**config.mk**
```make
export PLATFORM = sky130hd
export DESIGN_NAME = bus_control
export DESIGN_NICKNAME = d
export VERILOG_FILES = /design/src/hw/mem_pkg.sv /design/src/hw/bus_control.sv
export SDC_FILE = /design/constraint.sdc
export NUM_CORES = 1
export LEC_CHECK = 0
export BUFFER_PORTS_ARGS = -buffer_cell sky130_fd_sc_hd__buf_2
export CAP_MARGIN = 15
export CORE_AREA = 2 2 158 160
export CTS_CLUSTER_SIZE = 24
export DETAILED_ROUTE_END_ITERATION = 16
export DIE_AREA = 0 0 160 162
export PLACE_DENSITY_LB_ADDON = 0.3
export SLEW_MARGIN = 20
export SYNTH_ARGS = -nofsm -noshare
export SYNTH_HDL_FRONTEND = slang
export SYNTH_SLANG_ARGS = --single-unit
```
**constraint.sdc**
```tcl
create_clock -name clock -period 5.21 [get_ports clock]
set_input_delay 1.563 -clock clock [delete_from_list [all_inputs] [get_ports clock]]
set_output_delay 1.563 -clock clock [all_outputs]
set_load 0.03 [all_outputs]
```
**src/hw/mem_pkg.sv**
```systemverilog
package mem_pkg;

    typedef logic [31:0] word_t;

    // Bus address, seen either as a flat word or as region and offset
    typedef union packed {
        logic [31:0] raw;
        struct packed {
            logic [7:0]  region;
            logic [23:0] offset;
        } split;
    } bus_addr_t;

    typedef logic [1:0] mem_size_t;

    localparam mem_size_t SIZE_BYTE = 2'd0;
    localparam mem_size_t SIZE_HALF = 2'd1;
    localparam mem_size_t SIZE_WORD = 2'd2;

    // Request from the bus controller to one datapath block
    typedef struct packed {
        bus_addr_t  addr;
        logic [3:0] byte_en;
        word_t      wdata;
    } mem_port_t;

    // Top address byte of each region
    localparam logic [7:0] REGION_WORK_RAM = 8'h03;
    localparam logic [7:0] REGION_IO       = 8'h04;
    localparam logic [7:0] REGION_PALETTE  = 8'h05;

    localparam logic [9:0] PALETTE_OBJ_OFFSET = 10'h200;

    // Word indices inside the I/O block
    localparam int KEYINPUT_IDX = 12;
    localparam int IF_IDX       = 128;
    localparam int FIFO_A_IDX   = 40;

endpackage

```
**src/hw/bus_control.sv**
```systemverilog
`timescale 1ns/100ps

module bus_control (
    input  logic              clock,
    input  logic              reset,
    input  mem_pkg::bus_addr_t bus_addr,
    input  mem_pkg::mem_size_t bus_size,
    input  logic              bus_write,
    input  mem_pkg::word_t    bus_wdata,
    input  mem_pkg::word_t    work_ram_rdata,
    input  mem_pkg::word_t    palette_rdata,
    input  mem_pkg::word_t    io_rdata,
    output logic              bus_pause,
    output mem_pkg::word_t    bus_rdata,
    output mem_pkg::mem_port_t work_ram_port,
    output mem_pkg::mem_port_t palette_port,
    output mem_pkg::mem_port_t io_port
);

    mem_pkg::bus_addr_t addr_lat;
    mem_pkg::mem_size_t size_lat;
    logic               write_lat;
    mem_pkg::bus_addr_t mem_addr;
    logic [7:0]         lat_region;
    logic [3:0]         lanes;

    // Write data arrives one cycle after the address, so every write
    // is latched and the master is held for that one cycle
    always_ff @(posedge clock or posedge reset) begin
        if (reset) begin
            addr_lat  <= '0;
            size_lat  <= mem_pkg::SIZE_BYTE;
            write_lat <= 1'b0;
        end else begin
            addr_lat  <= bus_addr;
            size_lat  <= bus_size;
            write_lat <= bus_write & ~bus_pause;
        end
    end

    assign bus_pause  = write_lat;
    assign lat_region = addr_lat.split.region;

    // Latched address while the write completes, live address for reads
    assign mem_addr = write_lat ? addr_lat : bus_addr;

    // Byte lane enables, little endian
    always_comb begin
        lanes = 4'b0000;
        if (write_lat) begin
            case (size_lat)
                mem_pkg::SIZE_BYTE: lanes[addr_lat.raw[1:0]] = 1'b1;
                mem_pkg::SIZE_HALF: lanes = addr_lat.raw[1] ? 4'b1100 : 4'b0011;
                mem_pkg::SIZE_WORD: lanes = 4'b1111;
                default:            lanes = 4'b0000;
            endcase
        end
    end

    assign work_ram_port = '{
        addr:    mem_addr,
        byte_en: (lat_region == mem_pkg::REGION_WORK_RAM) ? lanes : 4'b0000,
        wdata:   bus_wdata
    };

    assign palette_port = '{
        addr:    mem_addr,
        byte_en: (lat_region == mem_pkg::REGION_PALETTE) ? lanes : 4'b0000,
        wdata:   bus_wdata
    };

    assign io_port = '{
        addr:    mem_addr,
        byte_en: (lat_region == mem_pkg::REGION_IO) ? lanes : 4'b0000,
        wdata:   bus_wdata
    };

    // Unmapped space reads as zero
    always_comb begin
        case (lat_region)
            mem_pkg::REGION_WORK_RAM: bus_rdata = work_ram_rdata;
            mem_pkg::REGION_PALETTE:  bus_rdata = palette_rdata;
            mem_pkg::REGION_IO:       bus_rdata = io_rdata;
            default:                  bus_rdata = '0;
        endcase
    end

endmodule

```
==> impl_metrics.ini <==
[floorplanning]
die_w_um = 160
rows = 57
start_util = 0.143
die_area_um2 = 25900
dieHeight_um = 162
core_um2 = 24100
pin_count = 402

[placement]
io_buffers = 273
dp_hpwl_mm = 12.0
dpl.cell_count = 797
routabilityCongestion = 0.763

[yosys]
async_reset_ff_frac = 1.00
ys_ff_latch = 35
synth_flop_cell = dfrtp_1
yosys-top-cells-area = buf_4 (35%), dfrtp_1 (25%), mux2_2 (21%)
synthesis.nets = 540
synth-edff-count = 0
synthDominantCellAreaShare = 0.348
yosysTopAreaCell = buf_4
ys_types = 23
syn_avg_cell_area_um2 = 9.19
synthTopCellsByCount = buf_4 (160), mux2_2 (64), nor2_1 (36)
synthMostInstantiatedCell = buf_4
seq_area_frac_synth = 0.254
synthesis.instances = 375
ys_warn_count = 0
netlist_area_um2 = 3450

[route]
wirelength_mm = 14.1
first_pass_iters = 4
routed-via-count = 2871
ant_nets = 0
wl_met2_mm = 7.33
wl_per_cell_um = 17.5
wl_met3_mm = 1.83
drc = 0
drt_iter0_drc = 116
routed.top_layer = met5
wl_met1_mm = 4.70
vias_per_cell = 3.57

[grt]
grt_pass1_wl_mm = 19.6
first_global_vias = 2870
antenna_found_initial = 1
grt_usage = 0.102
grt_max_degree = 37
overflow = 0

[cts]
cts-buffers-inserted = 5
cts.sinks = 35
clkLatencyLatePin_ns = 0.28
postCtsResizedCells = 0
clkTransAtPathRegs_ns = 0.06
cts_buffer_depth = 2
root_buffer = clkbuf_16
cts_hold_buffers = 0
h-tree-depth = 2
cts_tree = done
cts_setup_buffers = 0

[power]
powerDensity_nw_per_um2 = 235
swShare = 0.385
p_comb_frac = 0.375
power_switching_mw = 0.375
p_leak_nw = 2.03
intPower_mw = 0.597
clock_power_share = 0.318
irDropWorstVdd_uv = 184
seqPwrFrac = 0.307

[timing]
fmax_mhz = 246
min_period_ns = 4.07
skew_ns = 0
fin_crit_sh = 0.782
tns_ns = 0
setup_violations = 0
slew_violations = 0
rsz0062_at_grt = no
relSlewSlack = 0.419
tightest_slew_ns = 0.872
hold_viol = 0

[layout]
syn_to_final_growth_pct = 19.8
diodes = 0
drive_gt1_frac = 0.738
fin_nets = 645
layout.cells.non_filler = 805

[status]
status = finished clean

[worst_setup_path]
worst-endpoint-required_ns = 3.65
arrival_ns = 2.51
critPathLaunchType = register
r2r_slack_ns = 4.00
critical_path_class = register to output port
critPathCaptureType = output port
path_max_fanout = 36

[worst_hold_path]
hp-class = register to register

[run]
cap_violations = 0
[per-stage QoR]
stage	util	power [mW]	hold WS [ns]	area, um2	setup slack [ns]
after floorplan	-	0.729	1.02	3450	1.49
after global placement	0.165	0.672	1.08	3980	1.21
after detailed placement	0.165	0.672	1.13	3980	1.24
after CTS	0.171	0.992	1.14	4130	0.995
after global routing	0.171	1.02	1.18	4130	0.777
final	0.171	0.972	1.07	4130	1.14
[worst max-delay path, stage by stage, from the launching register on]
cell	delay [ns]
dfrtp_1	0.39
nor4_2	0.50
nand2b_2	0.58
nor4_1	0.45
buf_2	0.25
[layout by cell type (no fill, tap or decap), types with 4 or more instances in the layout]
cell type / Yosys / layout
buf_2: 18 / 273
mux2_2: 64 / 64
nor2_1: 36 / 36
dfrtp_1: 35 / 34
a22oi_1: 32 / 32
nor3_1: 6 / 6
clkbuf_16: 0 / 5
buf_4: 160 / 4
[kinds of logic (layout without fill, tap and decap cells)]
logic type      count (synthesis)  count (layout)  synth area share
compound gates                 39              39            0.0828
flops                          35              35             0.254
buf+inv                       182             288             0.379
mux                            64              64             0.209
simple gates                   55              55            0.0751
[routing by layer]
| layer | track usage | vias to the layer above |
|---|---|---|
| li1 | - | 1313 |
| met1 | 0.101 | 1283 |
| met2 | 0.192 | 255 |
| met3 | 0.0455 | 18 |
| met4 | 0.0299 | 2 |
| met5 | 0 | - |
[power by group through the flow]
| stage | clock network [mW] | logic [mW] | registers [mW] |
|---|---|---|---|
| after floorplan | 0 | 0.433 | 0.296 |
| after global placement | 0 | 0.368 | 0.304 |
| after detailed placement | 0 | 0.368 | 0.304 |
| after CTS | 0.324 | 0.369 | 0.299 |
| after global routing | 0.336 | 0.388 | 0.301 |
| final | 0.309 | 0.364 | 0.298 |
[worst paths after layout]
| path | start | endpoint | cells after the start |
|---|---|---|---|
| worst max-delay path | addr_lat[28] | work_ram_port[34] | 4 |
| worst min-delay path | bus_pause | bus_pause | 2 |
| worst max register to register | bus_pause | bus_pause | 2 |
| worst min register to register | bus_pause | bus_pause | 2 |
| max in group asynchronous | reset | addr_lat[24] | 3 |
| min in group asynchronous | reset | addr_lat[7] | 3 |
[flip-flops by register name, summed over array words and instances, names as in the netlist]
register,cells
bus_pause,1
size_lat,2
addr_lat,32
[final cells by class]
| type | instances | area [um2] |
|---|---|---|
| Multi-Input combinational cell | 158 | 1270 |
| Tap cell | 324 | 405 |
| Clock inverter | 3 | 23.8 |
| Clock buffer | 5 | 125 |
| Sequential cell | 35 | 877 |
| Timing Repair Buffer | 278 | 1420 |
| Inverter | 2 | 7.51 |
| Fill cell | 2811 | 20000 |
Note: power is estimated with default switching activity, not from simulation.
