==> src/hw/mem_pkg.sv <==
package mem_pkg;

    typedef logic [31:0] word_t;

    // Bus address, seen either as a flat word or as region and offset
    typedef union packed {
        logic [31:0] raw;
        struct packed {
            logic [7:0]  region;
            logic [23:0] offset;
        } split;
    } bus_addr_t;

    typedef logic [1:0] mem_size_t;

    localparam mem_size_t SIZE_BYTE = 2'd0;
    localparam mem_size_t SIZE_HALF = 2'd1;
    localparam mem_size_t SIZE_WORD = 2'd2;

    // Request from the bus controller to one datapath block
    typedef struct packed {
        bus_addr_t  addr;
        logic [3:0] byte_en;
        word_t      wdata;
    } mem_port_t;

    // Top address byte of each region
    localparam logic [7:0] REGION_WORK_RAM = 8'h03;
    localparam logic [7:0] REGION_IO       = 8'h04;
    localparam logic [7:0] REGION_PALETTE  = 8'h05;

    localparam logic [9:0] PALETTE_OBJ_OFFSET = 10'h200;

    // Word indices inside the I/O block
    localparam int KEYINPUT_IDX = 12;
    localparam int IF_IDX       = 128;
    localparam int FIFO_A_IDX   = 40;

endpackage

==> src/hw/sound_fifo.sv <==
`timescale 1ns/100ps

module sound_fifo #(
    parameter int FIFO_DEPTH = 8
) (
    input  logic           clock,
    input  logic           reset,
    input  logic           push,
    input  logic           pop,
    input  logic           clr,
    input  mem_pkg::word_t push_data,
    output mem_pkg::word_t head,
    output logic [3:0]     level
);

    localparam int PTR_W = $clog2(FIFO_DEPTH);

    mem_pkg::word_t   samples [FIFO_DEPTH];
    logic [PTR_W-1:0] get_ptr;
    logic [PTR_W-1:0] put_ptr;
    logic             do_push;
    logic             do_pop;

    function automatic logic [PTR_W-1:0] next_ptr(input logic [PTR_W-1:0] ptr);
        return (ptr == PTR_W'(FIFO_DEPTH - 1)) ? '0 : ptr + 1'b1;
    endfunction

    initial begin
        for (int i = 0; i < FIFO_DEPTH; i++) begin
            samples[i] = '0;
        end
    end

    // Strobes against a full or empty buffer are dropped
    assign do_push = push & (level != 4'(FIFO_DEPTH));
    assign do_pop  = pop & (level != 4'd0);
    assign head    = samples[get_ptr];

    always_ff @(posedge clock or posedge reset) begin
        if (reset) begin
            get_ptr <= '0;
            put_ptr <= '0;
            level   <= '0;
        end else if (clr) begin
            get_ptr <= '0;
            put_ptr <= '0;
            level   <= '0;
        end else begin
            if (do_push) begin
                put_ptr <= next_ptr(put_ptr);
            end
            if (do_pop) begin
                get_ptr <= next_ptr(get_ptr);
            end
            level <= level + {3'b000, do_push} - {3'b000, do_pop};
        end
    end

    always_ff @(posedge clock) begin
        if (do_push && !clr) begin
            samples[put_ptr] <= push_data;
        end
    end

endmodule

==> config.mk <==
export PLATFORM = sky130hd
export DESIGN_NAME = sound_fifo
export DESIGN_NICKNAME = d
export VERILOG_FILES = /design/src/hw/mem_pkg.sv /design/src/hw/sound_fifo.sv
export SDC_FILE = /design/constraint.sdc
export NUM_CORES = 1
export LEC_CHECK = 0
export ABC_AREA = 1
export BUFFER_PORTS_ARGS = -buffer_cell sky130_fd_sc_hd__buf_2
export CAP_MARGIN = 20
export CORE_AREA = 2 2 231 233
export DETAILED_ROUTE_END_ITERATION = 8
export DIE_AREA = 0 0 233 235
export PLACE_DENSITY = 0.4
export SETUP_SLACK_MARGIN = 0.15
export SYNTH_ARGS = -nofsm -noshare
export SYNTH_HDL_FRONTEND = slang
export SYNTH_SLANG_ARGS = --single-unit
==> constraint.sdc <==
create_clock -name clock -period 3.8 [get_ports clock]
set_clock_uncertainty 0.1 [all_clocks]
set_input_delay 0.38 -clock clock [delete_from_list [all_inputs] [get_ports clock]]
set_output_delay 0.38 -clock clock [all_outputs]
set_load 0.1 [all_outputs]
==> results.json, run 1 <==
{
  "status": "complete, no violations",
  "multi_input_area_sq_um": 2630,
  "ctsResizeCount": 0,
  "ctsRootBufferMaster": "clkbuf_16",
  "hold_end": "samples[6][17]$_DFFE_PP_",
  "coreArea_sq_um": 52200,
  "grt_usage_pct": 11.2,
  "fin_nets": 1343,
  "start_util_pct": 22.7,
  "cp_top_family": "buffers and inverters",
  "slowest_stage": "clkinv_1",
  "synth.most_common_cell": "nand2_1",
  "reg2reg_depth": 6,
  "ys_types": 19,
  "drc": 0,
  "grt_pass1_vias": 7762,
  "yosys.area.top_type": "edfxtp_1",
  "powerDensity_nw_per_um2": 673,
  "num_vias": 7689,
  "path_clk_slew_ns": 0.06,
  "cts_buffer_depth": 3,
  "tns_ns": 0,
  "worst_slack_ns": 0.697,
  "wl_met3_um": 1150,
  "min_from": "push_data[17]",
  "drtAntennaViolNets": 0,
  "synth_area_leaders": "edfxtp_1 (65%), nand2_1 (14%), inv_1 (8.7%)",
  "crit_top_cell": "nand2_1",
  "hold_violations": 0,
  "path_class": "reg2out",
  "dieWidth_um": 233,
  "num_rows": 84,
  "setup_viol": 0,
  "drv_slew": 0,
  "synthesis.nets": 1245,
  "ys.flop_type": "edfxtp_1",
  "ios": 73,
  "max-cap-violations": 0,
  "cts_made_buffers": 31,
  "cts_tree": "done",
  "synth_top_area_share_pct": 64.8,
  "wl_per_cell_um": 15.1,
  "r2r-start": "level[2]$_DFF_PP0_",
  "synthArstFlopShare_pct": 3.76,
  "leakage_uw": 0.00637,
  "hp-class": "in2reg",
  "hold_depth": 1,
  "rsz0062_at_grt": "no",
  "ys_top_cells_by_count": "nand2_1 (431), inv_1 (274), edfxtp_1 (256)",
  "critPathBufInv": 3,
  "fmax_mhz": 322,
  "vias_per_cell": 3.83,
  "clk_latency_ns": 0.56,
  "r2r_setup_slack_ns": 1.21,
  "crit_chain": "clkinv_1 > buf_4 > nand2_1 > nand2_1 > buf_2",
  "wl_met2_um": 13600,
  "nFillCells": 5506,
  "avgSynthCellArea_sq_um": 9.92,
  "worst_slew_pin_slew_ns": 0.988,
  "drt_iter0_markers": 417,
  "seq_area_frac_synth_pct": 66.9,
  "max_slew_margin_pct": 34.1,
  "worstPathArrival_ns": 2.62,
  "syn_inst": 1197,
  "syn-cell-area_sq_um": 11900,
  "final_cells": 2007,
  "htreeDepth": 1,
  "cts.hold.buffers_added": 23,
  "drive_gt1_share_pct": 11.5,
  "syn2layout_area_growth_pct": 19.8,
  "grt_pass1_wl_um": 47100,
  "grt_max_degree": 82,
  "yosys_warnings": 0,
  "post-cts-setup-buffer-count": 0,
  "pre_cts_ws_ns": 1.10,
  "cts_sinks": 266,
  "dieArea_sq_um": 54800,
  "drt_wl_total_um": 30400,
  "cp-start-kind": "register",
  "grt_antenna_before_repair": 2,
  "gp_congestion": 0.697,
  "dpl.hpwl_um": 16300,
  "ir_worst_vdd_uv": 349,
  "synth-edff-count": 256,
  "reg2reg_to": "samples[4][19]$_DFFE_PP_",
  "fin_crit_ns": 3.10,
  "grt_overflow": 0,
  "cp-end-kind": "primary output",
  "register_area_sq_um": 7940,
  "wl_met1_um": 15100,
  "crit_required_ns": 3.32,
  "dr.pass1.iters": 4,
  "dp_cells": 1927,
  "crit_fanout": 20,
  "highest_layer": "met4",
  "critPathMaxStageDelay_ns": 0.72,
  "portBuffers": 72,
  "hold_slack_ns": 0.0229,
  "ys_ff_latch": 266,
  "die_height_um": 235,
  "min_period_over_period_pct": 81.7
}
==> where the power goes <==
part | switching (uW) | internal, uW | total [uW]
combinational | 2700 | 627 | 3320
clock | 1190 | 1690 | 2880
sequential | 38.2 | 3330 | 3370
==> cells in the final DEF (no fill, tap or decap), types with 2 or more instances in the layout <==
cell | netlist | final
buf_12 | 0 | 3
buf_2 | 19 | 72
buf_4 | 3 | 17
bufinv_16 | 0 | 3
clkbuf_1 | 6 | 5
clkbuf_16 | 0 | 31
clkinv_1 | 0 | 6
clkinv_2 | 0 | 7
clkinvlp_4 | 0 | 3
dfrtp_1 | 10 | 7
dfrtp_2 | 0 | 2
diode_2 | 0 | 2
dlygate4sd3_1 | 0 | 23
edfxtp_1 | 256 | 256
ha_1 | 10 | 10
inv_1 | 274 | 273
nand2_1 | 431 | 431
nand3_1 | 138 | 138
nand4_1 | 6 | 6
nor2_1 | 12 | 8
nor2_4 | 0 | 4
nor3_2 | 0 | 4
==> cell type report <==
| type | instances | share of cell area (%) |
|---|---|---|
| Multi-Input combinational cell | 605 | 18.5 |
| Timing Repair Buffer | 115 | 5.47 |
| Tap cell | 688 | 6.05 |
| Clock buffer | 36 | 5.59 |
| Inverter | 276 | 7.30 |
| Clock inverter | 19 | 1.23 |
| Antenna cell | 2 | 0.0352 |
| Sequential cell | 266 | 55.9 |
==> worst reg2reg max path, stage by stage, from the launching register on <==
cell and delay, ns:
dfrtp_1 0.34, inv_1 0.08, ha_1 0.20, nand3_1 0.17, nand4_1 0.46, nor2_4 0.55
buf_4 0.35
==> worst max path at each step <==
stage	start	end	slack, ns	depth (start not counted)
floorplan	level[2]$_DFF_PP0_	samples[7][0]$_DFFE_PP_	-0.59	5
global placement	clr	samples[0][17]$_DFFE_PP_	1.15	5
detailed placement	clr	samples[4][18]$_DFFE_PP_	1.10	5
CTS	get_ptr[0]$_DFFE_PP0P_	head[14]	0.63	7
global route	get_ptr[2]$_DFFE_PP0P_	head[28]	0.47	5
finish	get_ptr[2]$_DFFE_PP0P_	head[28]	0.70	5
==> cell families after synthesis <==
logic type | after synthesis | share of synthesized area, %
compound gates | 1 | 0.0421
xor+xnor | 1 | 0.0738
fa+ha+maj | 11 | 1.22
buf+inv | 326 | 11.4
flops | 266 | 66.9
simple gates | 592 | 20.4
==> through the flow <==
step | utilization [%] | power [uW] | area (sq um)
5_1_grt | 27.2 | 10100 | 14200
2_1_floorplan | - | 6120 | 11900
3_3_place_gp | 24.9 | 6800 | 13000
6_report | 27.2 | 9570 | 14200
3_5_place_dp | 24.9 | 6810 | 13000
4_1_cts | 27.2 | 9750 | 14200
==> registers in the layout, summed over array words and instances, names as in the netlist <==
signal and flops:
samples 256, put_ptr 3, level 4, get_ptr 3
==> metal layers <==
layer,vias up,global-route usage (%)
met5,-,0
met2,112,18.1
met1,3614,15.7
li1,3925,-
met3,38,1.86
met4,0,2.66
Note: power is estimated with default switching activity, not from simulation.
==> inputs of run 2 (changes only) <==
Settings changed: ABC_AREA 1 to 0, CORE_AREA 2 2 231 233 to 2 2 215 217, DIE_AREA 0 0 233 235 to 0 0 217 219, PLACE_DENSITY 0.4 to 0.41.
Clock period 3.8 ns to 2.8 ns, I/O delays scaled along.
==> results.json, run 2 <==
{
  "clk_latency_ns": 0.53,
  "ys_top_cells_by_count": "edfxtp_1 (256), nand2_1 (97), mux4_2 (64)",
  "grt_pass1_wl_um": 35200,
  "htreeDepth": 1,
  "ios": 73,
  "synth_top_area_share_pct": 74.4,
  "final_util_pct": 30.4,
  "ys_types": 27,
  "max_slew_margin_pct": 54.9,
  "status": "complete, no violations",
  "crit_fanout": 11,
  "path_clk_slew_ns": 0.06,
  "grt_max_degree": 35,
  "cts_buffer_depth": 3,
  "min_period_over_period_pct": 93.2,
  "portBuffers": 72,
  "gr-usage-met3_pct": 1.79,
  "dpl.hpwl_um": 14200,
  "synthArstFlopShare_pct": 3.76,
  "p_total_uw": 12600,
  "worstPathArrival_ns": 2.23,
  "ys_ff_latch": 266,
  "start_util_pct": 22.9,
  "die_height_um": 219,
  "grt_usage_pct": 9.68,
  "num_vias": 5138,
  "synth.most_common_cell": "edfxtp_1",
  "cp-end-kind": "primary output",
  "powerDensity_nw_per_um2": 923,
  "hold_violations": 0,
  "fmax_mhz": 383,
  "mostFrequentLayoutCells": "edfxtp_1 (256), nand2_1 (92), mux4_2 (64), buf_12 (41), buf_2 (40)",
  "drt_wl_total_um": 22900,
  "dieWidth_um": 217,
  "grt_antenna_before_repair": 1,
  "ir_worst_vdd_uv": 536,
  "hp-class": "in2async",
  "syn2layout_area_growth_pct": 32.7,
  "dieArea_sq_um": 47500,
  "synthesis.nets": 563,
  "dr.pass1.iters": 4,
  "cts_tree": "done",
  "path_class": "reg2out",
  "rsz0062_at_grt": "yes",
  "yosys_warnings": 0,
  "worst_slew_pin_slew_ns": 0.675,
  "hold_slack_ns": 0.199,
  "reg2reg_depth": 10,
  "biggestRegsByFlops": "samples x256, level x4",
  "syn_inst": 515,
  "gp_congestion": 0.681,
  "synth_area_leaders": "edfxtp_1 (74%), mux4_2 (14%), nand2_1 (3.5%)",
  "synth-edff-count": 256,
  "num_rows": 78,
  "coreArea_sq_um": 45100,
  "ctsRootBufferMaster": "clkbuf_16",
  "grt_pass1_vias": 5851,
  "drive_gt1_share_pct": 34.9,
  "drt_iter0_markers": 325,
  "wl_per_cell_um": 17.8,
  "cp-start-kind": "register",
  "cts_made_buffers": 29,
  "max-cap-violations": 0,
  "use_met1_pct": 12.2,
  "yosys.area.top_type": "edfxtp_1",
  "crit_required_ns": 2.42,
  "avgSynthCellArea_sq_um": 20.1,
  "drc": 0,
  "ys.flop_type": "edfxtp_1",
  "cts_sinks": 266,
  "drv_slew": 0,
  "diodes": 0,
  "top_usage_layer": "met2",
  "seq_area_frac_synth_pct": 76.9,
  "vias_per_cell": 4.00,
  "grt_overflow": 0,
  "layout_commonest_cell": "edfxtp_1",
  "top_register": "samples",
  "setup_viol": 0,
  "nFillCells": 4433,
  "drtAntennaViolNets": 0,
  "fin_crit_ns": 2.61,
  "fin_nets": 712,
  "met2_usage_pct": 17.2,
  "largest_reg_flops": 256,
  "r2r_setup_slack_ns": 0.25,
  "syn-cell-area_sq_um": 10300,
  "leakage_uw": 0.00453
}
run 2: worst paths after layout:
kind | end | from
max | head[14] | get_ptr[1]$_DFFE_PP0P_
min | put_ptr[0]$_DFFE_PP0P_ | reset
max reg2reg | level[1]$_DFF_PP0_ | level[2]$_DFF_PP0_
min reg2reg | put_ptr[0]$_DFFE_PP0P_ | put_ptr[0]$_DFFE_PP0P_
max in group asynchronous | get_ptr[1]$_DFFE_PP0P_ | reset
min in group clock | samples[4][16]$_DFFE_PP_ | push_data[16]
run 2: logic make-up after synthesis:
family / Yosys count / synth area share [%]
muxes: 64 / 14.0
DFF: 266 / 76.9
AOI/OAI and AO/OA: 13 / 0.788
adders and majority gates: 11 / 1.41
xor gates and xnor gates: 1 / 0.0848
buffers and inverters: 32 / 1.70
and+or+nand+nor: 128 / 5.20
run 2: metrics by stage:
stage	cells	setup TNS, ns	instance area, sq um	worst slack, ns
5_1_grt	1285	0	13700	0.111
6_report	1285	0	13700	0.192
3_3_place_gp	1181	0	12100	0.252
4_1_cts	1272	0	13500	0.111
2_1_floorplan	515	-7.22	10400	-0.182
3_5_place_dp	1183	0	12200	0.159
run 2: where the power goes:
part	total [uW]	switching, uW	leakage, uW	internal (uW)
Combinational	4330	2800	0.00164	1520
Clock	3720	1450	0.000459	2280
Sequential	4590	65.7	0.00243	4520
Total	12600	4320	0.00453	8330
run 2: timing repair:
| item | CTS | global route |
|---|---|---|
| hold buffers | 36 | 0 |
| endpoints found under the setup margin | 33 | 21 |
| hold endpoints to repair | 274 | 0 |
| cloned | 0 | 3 |
| buffers inserted | 1 | 10 |
| gates resized for setup | 3 | 14 |
| pin swaps | 0 | 0 |
run 2: final cells by class:
type                    instances  area, sq um  area share [%]
flip-flops and latches        266         7960            58.1
clock buffers                  41          811            5.92
well taps                     600          751            5.48
multi-input cells             217         2310            16.9
inverters                       9         33.8           0.247
repair buffers                141         1700            12.4
clock inverters                11          131           0.959
run 2: per-layer routing:
layer | wire [um] | part of all wire (%)
met5 | 13 | 0.057
met4 | 400 | 1.8
met3 | 877 | 3.8
met2 | 11700 | 51
met1 | 9810 | 43
run 2: critical path, cell delays in order (launching register included):
cell	delay [ns]
dfrtp_4	0.41
buf_12	0.17
buf_16	0.17
mux4_2	0.50
nand2_1	0.13
nand2_1	0.12
buf_12	0.19
